===== src/svm_geom_pkg.sv =====
// feature grid, detection window and block geometry with derived counts and widths
package svm_geom_pkg;

    // feature grid of one frame
    localparam int GRID_W = 6;
    localparam int GRID_H = 4;

    // detection window in blocks
    localparam int ROW   = 2;
    localparam int COL   = 2;
    localparam int FEATS = 4;

    localparam int N_PE            = ROW * COL;
    localparam int WIN_X           = GRID_W - COL + 1;
    localparam int WIN_Y           = GRID_H - ROW + 1;
    localparam int N_WIN           = WIN_X * WIN_Y;
    localparam int ROW_DELAY       = GRID_W - COL;
    localparam int FEATS_PER_FRAME = GRID_W * GRID_H * FEATS;

    localparam int ADDR_W   = 2;
    localparam int COLX_W   = 3;
    localparam int ROWX_W   = 2;
    localparam int WIN_ID_W = 4;

    // counter limits and window decode constants at counter width
    localparam logic [ADDR_W-1:0]   FEAT_LAST = ADDR_W'(FEATS - 1);
    localparam logic [COLX_W-1:0]   COL_LAST  = COLX_W'(GRID_W - 1);
    localparam logic [ROWX_W-1:0]   ROW_LAST  = ROWX_W'(GRID_H - 1);
    localparam logic [COLX_W-1:0]   WIN_COL0  = COLX_W'(COL - 1);
    localparam logic [ROWX_W-1:0]   WIN_ROW0  = ROWX_W'(ROW - 1);
    localparam logic [WIN_ID_W-1:0] WIN_X_ID  = WIN_ID_W'(WIN_X);

endpackage

===== src/svm_num_pkg.sv =====
// fixed-point formats of features, coefficients, scores and register addresses
package svm_num_pkg;

    // features are signed Q4.8
    localparam int FEA_I = 4;
    localparam int FEA_F = 8;
    localparam int FEA_W = FEA_I + FEA_F;

    // coefficients share the feature format
    localparam int COEF_W = FEA_W;
    localparam int PROD_W = FEA_W + COEF_W;

    // scores carry 16 fractional bits and wrap
    localparam int ACC_W      = 28;
    localparam int BIAS_SHIFT = 8;

    // one coefficient per PE, PE k at bits k*COEF_W upward
    localparam int RAM_DW = svm_geom_pkg::N_PE * COEF_W;

    localparam logic REG_BIAS   = 1'b0;
    localparam logic REG_THRESH = 1'b1;

endpackage


===== src/svm_top.sv =====
// top level with coefficient RAM, config registers, controller, PE array and threshold compare
`timescale 1ns/10ps

module svm_top (
    input  logic                              clk,
    input  logic                              rst,
    // host coefficient port
    input  logic [svm_geom_pkg::ADDR_W-1:0]   i_coef_addr,
    input  logic                              i_coef_we,
    input  logic [svm_num_pkg::RAM_DW-1:0]    i_coef_wdata,
    output logic [svm_num_pkg::RAM_DW-1:0]    o_coef_rdata,
    // host register port
    input  logic                              i_reg_addr,
    input  logic                              i_reg_we,
    input  logic [svm_num_pkg::ACC_W-1:0]     i_reg_wdata,
    output logic [svm_num_pkg::ACC_W-1:0]     o_reg_rdata,
    // feature stream
    input  logic                              i_valid,
    input  logic [svm_num_pkg::FEA_W-1:0]     i_fea,
    // window results
    output logic                              o_valid,
    output logic [svm_num_pkg::ACC_W-1:0]     o_score,
    output logic                              o_is_person,
    output logic [svm_geom_pkg::WIN_ID_W-1:0] o_window_id
);

    logic [svm_geom_pkg::ADDR_W-1:0]  rd_addr;
    logic [svm_num_pkg::RAM_DW-1:0]   coef_word;
    logic [svm_num_pkg::ACC_W-1:0]    bias_q;
    logic [svm_num_pkg::ACC_W-1:0]    thresh_q;
    logic                             pe_en;
    logic                             pe_init;
    logic                             blk_step;

    coef_ram u_coef_ram (
        .clk       (clk),
        .i_addr_a  (i_coef_addr),
        .i_we_a    (i_coef_we),
        .i_wdata_a (i_coef_wdata),
        .o_rdata_a (o_coef_rdata),
        .i_addr_b  (rd_addr),
        .o_rdata_b (coef_word)
    );

    svm_cfg_regs u_cfg_regs (
        .clk      (clk),
        .rst      (rst),
        .i_addr   (i_reg_addr),
        .i_we     (i_reg_we),
        .i_wdata  (i_reg_wdata),
        .o_rdata  (o_reg_rdata),
        .o_bias   (bias_q),
        .o_thresh (thresh_q)
    );

    svm_ctrl u_ctrl (
        .clk         (clk),
        .rst         (rst),
        .i_valid     (i_valid),
        .o_rd_addr   (rd_addr),
        .o_pe_en     (pe_en),
        .o_pe_init   (pe_init),
        .o_blk_step  (blk_step),
        .o_valid     (o_valid),
        .o_window_id (o_window_id)
    );

    svm_array u_array (
        .clk         (clk),
        .rst         (rst),
        .i_en        (pe_en),
        .i_init      (pe_init),
        .i_step      (blk_step),
        .i_fea       (i_fea),
        .i_coef_word (coef_word),
        .i_bias      (bias_q),
        .o_score     (o_score)
    );

    // signed score against the programmed threshold
    assign o_is_person = $signed(o_score) >= $signed(thresh_q);

endmodule


===== src/svm_array.sv =====
// PE grid with row delays and coefficient word unpacking
`timescale 1ns/10ps

module svm_array (
    input  logic                            clk,
    input  logic                            rst,
    input  logic                            i_en,
    input  logic                            i_init,
    input  logic                            i_step,
    input  logic [svm_num_pkg::FEA_W-1:0]   i_fea,
    input  logic [svm_num_pkg::RAM_DW-1:0]  i_coef_word,
    input  logic [svm_num_pkg::ACC_W-1:0]   i_bias,
    output logic [svm_num_pkg::ACC_W-1:0]   o_score
);

    logic [svm_num_pkg::COEF_W-1:0] coef    [svm_geom_pkg::N_PE];
    logic [svm_num_pkg::ACC_W-1:0]  pe_in   [svm_geom_pkg::ROW][svm_geom_pkg::COL];
    logic [svm_num_pkg::ACC_W-1:0]  pe_sum  [svm_geom_pkg::ROW][svm_geom_pkg::COL];
    logic [svm_num_pkg::ACC_W-1:0]  dly_out [svm_geom_pkg::ROW-1];

    // PE k takes slice k of the word
    for (genvar k = 0; k < svm_geom_pkg::N_PE; k++) begin : g_coef
        assign coef[k] = i_coef_word[k*svm_num_pkg::COEF_W +: svm_num_pkg::COEF_W];
    end

    for (genvar r = 0; r < svm_geom_pkg::ROW; r++) begin : g_row
        for (genvar c = 0; c < svm_geom_pkg::COL; c++) begin : g_col
            // neighbor select along the raster chain
            if (c > 0) begin : g_left
                assign pe_in[r][c] = pe_sum[r][c-1];
            end else if (r > 0) begin : g_up
                assign pe_in[r][c] = dly_out[r-1];
            end else begin : g_bias
                assign pe_in[r][c] = i_bias;
            end

            svm_pe u_pe (
                .clk    (clk),
                .i_en   (i_en),
                .i_init (i_init),
                .i_fea  (i_fea),
                .i_coef (coef[r*svm_geom_pkg::COL + c]),
                .i_sum  (pe_in[r][c]),
                .o_sum  (pe_sum[r][c])
            );
        end

        // row end of the row above feeds this row start
        if (r > 0) begin : g_dly
            row_delay #(
                .DATA_W (svm_num_pkg::ACC_W),
                .DEPTH  (svm_geom_pkg::ROW_DELAY)
            ) u_row_delay (
                .clk    (clk),
                .rst    (rst),
                .i_step (i_step),
                .i_data (pe_sum[r-1][svm_geom_pkg::COL-1]),
                .o_data (dly_out[r-1])
            );
        end
    end

    assign o_score = pe_sum[svm_geom_pkg::ROW-1][svm_geom_pkg::COL-1];

endmodule


===== src/svm_ctrl.sv =====
// feature, block column and block row counters with array strobes and window output
`timescale 1ns/10ps

module svm_ctrl (
    input  logic                              clk,
    input  logic                              rst,
    input  logic                              i_valid,
    output logic [svm_geom_pkg::ADDR_W-1:0]   o_rd_addr,
    output logic                              o_pe_en,
    output logic                              o_pe_init,
    output logic                              o_blk_step,
    output logic                              o_valid,
    output logic [svm_geom_pkg::WIN_ID_W-1:0] o_window_id
);

    logic [svm_geom_pkg::ADDR_W-1:0]   feat_q;
    logic [svm_geom_pkg::COLX_W-1:0]   blk_col_q;
    logic [svm_geom_pkg::ROWX_W-1:0]   blk_row_q;
    logic                              last_feat;
    logic                              win_done;
    logic [svm_geom_pkg::ROWX_W-1:0]   win_row;
    logic [svm_geom_pkg::COLX_W-1:0]   win_col;
    logic [svm_geom_pkg::WIN_ID_W-1:0] win_id;
    logic                              valid_q;
    logic [svm_geom_pkg::WIN_ID_W-1:0] win_id_q;

    assign last_feat = (feat_q == svm_geom_pkg::FEAT_LAST);

    // raster counters, frames wrap back to block 0,0
    always_ff @(posedge clk) begin
        if (!rst) begin
            feat_q    <= '0;
            blk_col_q <= '0;
            blk_row_q <= '0;
        end else if (i_valid) begin
            if (last_feat) begin
                feat_q <= '0;
                if (blk_col_q == svm_geom_pkg::COL_LAST) begin
                    blk_col_q <= '0;
                    if (blk_row_q == svm_geom_pkg::ROW_LAST) begin
                        blk_row_q <= '0;
                    end else begin
                        blk_row_q <= blk_row_q + 1'b1;
                    end
                end else begin
                    blk_col_q <= blk_col_q + 1'b1;
                end
            end else begin
                feat_q <= feat_q + 1'b1;
            end
        end
    end

    // last feature of a block that closes a window
    assign win_done = i_valid && last_feat &&
                      (blk_col_q >= svm_geom_pkg::WIN_COL0) &&
                      (blk_row_q >= svm_geom_pkg::WIN_ROW0);

    // window origin from the bottom-right block
    assign win_row = blk_row_q - svm_geom_pkg::WIN_ROW0;
    assign win_col = blk_col_q - svm_geom_pkg::WIN_COL0;
    assign win_id  = {{(svm_geom_pkg::WIN_ID_W - svm_geom_pkg::ROWX_W){1'b0}}, win_row} *
                     svm_geom_pkg::WIN_X_ID +
                     {{(svm_geom_pkg::WIN_ID_W - svm_geom_pkg::COLX_W){1'b0}}, win_col};

    always_ff @(posedge clk) begin
        if (!rst) begin
            valid_q <= 1'b0;
        end else begin
            valid_q <= win_done;
        end
    end

    always_ff @(posedge clk) begin
        if (win_done) begin
            win_id_q <= win_id;
        end
    end

    assign o_rd_addr   = feat_q;
    assign o_pe_en     = i_valid;
    assign o_pe_init   = i_valid && (feat_q == '0);
    // delays advance once per block start
    assign o_blk_step  = o_pe_init;
    assign o_valid     = valid_q;
    assign o_window_id = win_id_q;

endmodule


===== src/row_delay.sv =====
// block-stepped shift line carrying partial sums down one array row
`timescale 1ns/10ps

module row_delay #(
    parameter int DATA_W = 28,
    parameter int DEPTH  = 4
) (
    input  logic              clk,
    input  logic              rst,
    input  logic              i_step,
    input  logic [DATA_W-1:0] i_data,
    output logic [DATA_W-1:0] o_data
);

    logic [DATA_W-1:0] line_q [DEPTH];

    always_ff @(posedge clk) begin
        if (!rst) begin
            for (int i = 0; i < DEPTH; i++) begin
                line_q[i] <= '0;
            end
        end else if (i_step) begin
            line_q[0] <= i_data;
            for (int i = 1; i < DEPTH; i++) begin
                line_q[i] <= line_q[i-1];
            end
        end
    end

    // oldest entry, consumed on the same step that shifts it out
    assign o_data = line_q[DEPTH-1];

endmodule


===== src/svm_pe.sv =====
// multiply-accumulate element holding the partial score of one window
`timescale 1ns/10ps

module svm_pe (
    input  logic                                 clk,
    input  logic                                 i_en,
    input  logic                                 i_init,
    input  logic signed [svm_num_pkg::FEA_W-1:0] i_fea,
    input  logic signed [svm_num_pkg::COEF_W-1:0] i_coef,
    input  logic        [svm_num_pkg::ACC_W-1:0] i_sum,
    output logic        [svm_num_pkg::ACC_W-1:0] o_sum
);

    logic signed [svm_num_pkg::PROD_W-1:0] prod;
    logic        [svm_num_pkg::ACC_W-1:0]  prod_ext;
    logic        [svm_num_pkg::ACC_W-1:0]  sum_q;

    assign prod     = i_fea * i_coef;
    assign prod_ext = {{(svm_num_pkg::ACC_W - svm_num_pkg::PROD_W){prod[svm_num_pkg::PROD_W-1]}},
                       prod};

    // block start takes the neighbor's finished sum
    always_ff @(posedge clk) begin
        if (i_en) begin
            if (i_init) begin
                sum_q <= i_sum + prod_ext;
            end else begin
                sum_q <= sum_q + prod_ext;
            end
        end
    end

    assign o_sum = sum_q;

endmodule


===== src/svm_cfg_regs.sv =====
// bias and threshold registers with host write and readback
`timescale 1ns/10ps

module svm_cfg_regs (
    input  logic                            clk,
    input  logic                            rst,
    input  logic                            i_addr,
    input  logic                            i_we,
    input  logic [svm_num_pkg::ACC_W-1:0]   i_wdata,
    output logic [svm_num_pkg::ACC_W-1:0]   o_rdata,
    output logic [svm_num_pkg::ACC_W-1:0]   o_bias,
    output logic [svm_num_pkg::ACC_W-1:0]   o_thresh
);

    logic [svm_num_pkg::ACC_W-1:0] bias_ext;
    logic [svm_num_pkg::ACC_W-1:0] bias_q;
    logic [svm_num_pkg::ACC_W-1:0] thresh_q;
    logic [svm_num_pkg::ACC_W-1:0] bias_rd;

    // feature-format bias sign extended then moved to score format
    assign bias_ext = {{(svm_num_pkg::ACC_W - svm_num_pkg::FEA_W){i_wdata[svm_num_pkg::FEA_W-1]}},
                       i_wdata[svm_num_pkg::FEA_W-1:0]};

    always_ff @(posedge clk) begin
        if (!rst) begin
            bias_q   <= '0;
            thresh_q <= '0;
        end else if (i_we) begin
            if (i_addr == svm_num_pkg::REG_BIAS) begin
                bias_q <= bias_ext <<< svm_num_pkg::BIAS_SHIFT;
            end else begin
                thresh_q <= i_wdata;
            end
        end
    end

    // bias reads back sign extended in feature format
    assign bias_rd = $signed(bias_q) >>> svm_num_pkg::BIAS_SHIFT;
    assign o_rdata = (i_addr == svm_num_pkg::REG_THRESH) ? thresh_q : bias_rd;

    assign o_bias   = bias_q;
    assign o_thresh = thresh_q;

endmodule


===== src/coef_ram.sv =====
// coefficient memory with registered host port and combinational array read port
`timescale 1ns/10ps

module coef_ram (
    input  logic                             clk,
    // host side
    input  logic [svm_geom_pkg::ADDR_W-1:0]  i_addr_a,
    input  logic                             i_we_a,
    input  logic [svm_num_pkg::RAM_DW-1:0]   i_wdata_a,
    output logic [svm_num_pkg::RAM_DW-1:0]   o_rdata_a,
    // array side, one word per feature index
    input  logic [svm_geom_pkg::ADDR_W-1:0]  i_addr_b,
    output logic [svm_num_pkg::RAM_DW-1:0]   o_rdata_b
);

    logic [svm_num_pkg::RAM_DW-1:0] mem [svm_geom_pkg::FEATS];

    always_ff @(posedge clk) begin
        if (i_we_a) begin
            mem[i_addr_a] <= i_wdata_a;
        end
        // old word on a same-cycle write
        o_rdata_a <= mem[i_addr_a];
    end

    // all PEs read the same word at once
    assign o_rdata_b = mem[i_addr_b];

endmodule


===== config.mk =====
export PLATFORM = sky130hd
export DESIGN_NAME = svm_top
export DESIGN_NICKNAME = d
export VERILOG_FILES = /design/src/svm_geom_pkg.sv /design/src/svm_num_pkg.sv /design/src/svm_top.sv /design/src/svm_array.sv /design/src/svm_ctrl.sv /design/src/row_delay.sv /design/src/svm_pe.sv /design/src/svm_cfg_regs.sv /design/src/coef_ram.sv
export SDC_FILE = /design/constraint.sdc
export NUM_CORES = 2
export LEC_CHECK = 0
export BUFFER_PORTS_ARGS = -buffer_cell sky130_fd_sc_hd__buf_2
export CAP_MARGIN = 20
export CORE_MARGIN = 4
export CORE_UTILIZATION = 45
export DETAILED_ROUTE_END_ITERATION = 10
export HOLD_SLACK_MARGIN = 0.08
export PLACE_DENSITY = 0.76
export SLEW_MARGIN = 10
export SYNTH_ARGS = -nofsm -noshare
export SYNTH_HDL_FRONTEND = slang
export SYNTH_SLANG_ARGS = --single-unit

===== constraint.sdc =====
create_clock -name clk -period 7.57 [get_ports clk]
set_input_delay 0 -clock clk [delete_from_list [all_inputs] [get_ports clk]]
set_output_delay 0 -clock clk [all_outputs]
set_load 0.05 [all_outputs]

==> summary.md <==
| Metric | Value |
|---|---|
| Tightest Pin Transition | `0.9654 ns` |
| Worst skew pair latency | `0.65 ns` |
| Largest net degree at the start of global routing | `116` |
| Clock root buffer | `clkbuf_16` |
| Core Util, Final | `54.39%` |
| Vias per std cell | `5.272` |
| Final hold violation count | `0` |
| Worst EP required | `7.96 ns` |
| Layout Nets | `6293` |
| Die height | `334.8 µm` |
| Netlist cell types | `72` |
| Final Skew | `0.01999 ns` |
| TritonCTS clock tree | `yes` |
| Final Max Slew Viols | `0` |
| Failing checks | `negative setup slack` |
| Critical path type | `reg2reg` |
| Overall routing resource usage | `22.22%` |
| CTS Buf Count | `57` |
| Synth Area per Inst | `10.29 µm²` |
| DRT Pass-1 Iters | `5` |
| Final period util | `100.8%` |
| Routed len/inst | `18.62 µm` |
| Starting DRT DRC Count | `2561` |
| Initial antenna violation count | `4` |
| Synth top area share | `26.25%` |
| Cell Rows | `119` |
| Setup WS post-layout | `-0.05978 ns` |
| Vias in the first global route | `36890` |
| Period minus WS final | `7.630 ns` |
| Crit path buffers/inverters | `10` |
| Highest-count cells in the layout ignoring fill and taps | `nand2_1 (780), inv_1 (756), fa_1 (551)` |
| Worst setup SP type | `flop` |
| H-Tree Depth | `2` |
| Post-Route WL | `124900 µm` |
| Async set-reset flop share out of synthesis | `0%` |
| Seq/Total Area, Yosys | `30.33%` |
| Max Cap Viol | `0` |
| GP Congestion | `0.9173` |
| R2r setup slk | `-0.06 ns` |
| FMAX | `0.1311 GHz` |
| Outcome | `complete, but fails checks` |
| Slew margin rel. | `35.64%` |
| Clock Path Buffers | `3` |
| Primary FF master, synth | `edfxtp_1` |
| RSZ-0062 raised after global routing | `yes` |
| First-pass GRT wire length | `198900 µm` |
| Mapped Area | `48050 µm²` |
| Critical-path top delay cell | `mux4_2` |
| Crit path DAT | `8.02 ns` |
| Most common cell after layout, fill and taps aside | `nand2_1` |
| Share of cells above drive strength 1 | `19.40%` |
| CP dominant cell by count | `fa_1` |
| Setup TNS | `-0.05978 ns` |
| DRC | `0` |
| Core outline area | `105700 µm²` |
| Die area | `112100 µm²` |
| Number of nets still failing antenna checks after routing | `0` |
| CP max stage delay | `0.56 ns` |
| Clock sink count | `518` |
| HP Class | `in2reg` |
| CTS clk-pin slew, worst paths | `0.06 ns` |
| Largest area contributor in the netlist | `edfxtp_1` |
| Cells after synthesis | `4670` |
| Post-synth net total | `5693` |
| Number of synthesized flops with an enable pin | `420` |
| Critical path peak fanout | `10` |
| Die W | `334.8 µm` |
| Synth area leaders | `edfxtp_1 (26%), fa_1 (23%), ha_1 (9.6%)` |
| Hpwl dp | `96680 µm` |
| CP Capture Type | `flop` |
| Synthesis-stage register bit count | `518` |
| CP top delay family | `adder cells` |
| Total gr overflow | `0` |
| Number of port buffers | `205` |
| Ys Warns | `0` |
| Io pins | `206` |
| Final setup fails | `1` |
| DR vias | `35360` |
| Initial Util | `45.46%` |
| P&R area growth vs syn | `19.65%` |
==> path summary, 6_finish.rpt <==
kind,start,end,cells past startpoint
max,flop,u_array.g_row[0].g_col[1].u_pe.o_sum[27],34
min,i_coef_wdata[34],u_coef_ram.mem[2][34],2
max reg2reg,flop,u_array.g_row[0].g_col[1].u_pe.o_sum[27],34
min reg2reg,u_cfg_regs.o_thresh[4],u_cfg_regs.o_thresh[4],2
==> synth_stat cells (all sizes together) (28+ instances only) <==
cell	instances
edfxtp	420
nand2	782
nor3	31
nor2	117
nand2b	31
dfxtp	98
clkbuf	191
xor2	53
fa	558
and2	197
o21bai	28
xnor2	159
nand3	30
inv	759
o21ai	115
ha	369
and3	127
o21a	28
a21boi	50
a21oi	168
mux4	92
a21o	56
==> per-layer routing <==
metal / vias up / routed length (µm) / GRT usage, %
met3: 203 / 8063 / 3.115
met1: 17550 / 53400 / 30.44
li1: 16390 / - / -
met2: 1206 / 59700 / 37.12
met5: - / 20 / 0
met4: 2 / 3715 / 6.456
==> metrics by stage <==
step	worst slack [ns]	instance area, µm²	instances	hold slack (ns)
CTS	-0.04190	56560	6683	0.08122
finish	-0.05978	57500	6707	0.1159
global placement	-0.1813	53280	6465	0.2128
detailed placement	-0.2598	53310	6467	0.2161
global route	-0.3386	57490	6706	0.1041
floorplan	0.002719	48110	4670	0.09887
==> worst reg2reg max path: cells and delay by family (launching register included) <==
family | cells | cell delay [ns]
XOR/XNOR | 2 | 0.18
AO/OA/AOI/OAI | 8 | 1.24
buffers and inverters | 10 | 1.20
adder cells (fa/ha/maj) | 7 | 2.87
AND/OR/NAND/NOR | 6 | 0.93
multiplexers | 1 | 0.56
flip-flops | 1 | 0.38
==> registers in the layout, summed over array words and instances, names as in the netlist, named ones only <==
register / cells
u_array.g_row.g_col.u_pe.o_sum: 112
u_array.g_row.g_dly.u_row_delay.line_q: 112
u_cfg_regs.o_bias: 12
u_cfg_regs.o_thresh: 28
u_coef_ram.mem: 192
u_coef_ram.o_rdata_a: 48
u_ctrl.blk_col_q: 3
u_ctrl.blk_row_q: 2
u_ctrl.o_rd_addr: 2
u_ctrl.o_valid: 1
u_ctrl.o_window_id: 4
==> area by class of cell <==
type / count / area, µm²
fillers: 8888 / 48220
multi-input cells: 3189 / 30750
flip-flops and latches: 518 / 14580
repair buffers: 745 / 5573
inverters: 759 / 2849
well taps: 1391 / 1740
clock buffers: 71 / 1550
clock inverters: 33 / 445.4
diodes: 1 / 2.502
==> cells by family after synthesis <==
group | share of synthesized area [%]
and+or+nand+nor | 13.42
buffers and inverters | 7.532
adders and majority gates | 32.85
AOI/OAI and AO/OA | 7.040
DFF | 30.33
xor gates and xnor gates | 3.911
muxes | 4.916
==> what timing repair did <==
action / CTS / global route
pin swaps: 9 / 60
endpoints found under the setup margin: 13 / 33
endpoints found under the hold margin: 287 / 0
buffers inserted: 7 / 22
gates cloned: 0 / 0
resized for setup: 31 / 153
hold buffers: 105 / 0
Power is left out: the tool's default activity adds up to more than one toggle a clock period on the data nets, which glitch-free logic cannot reach.
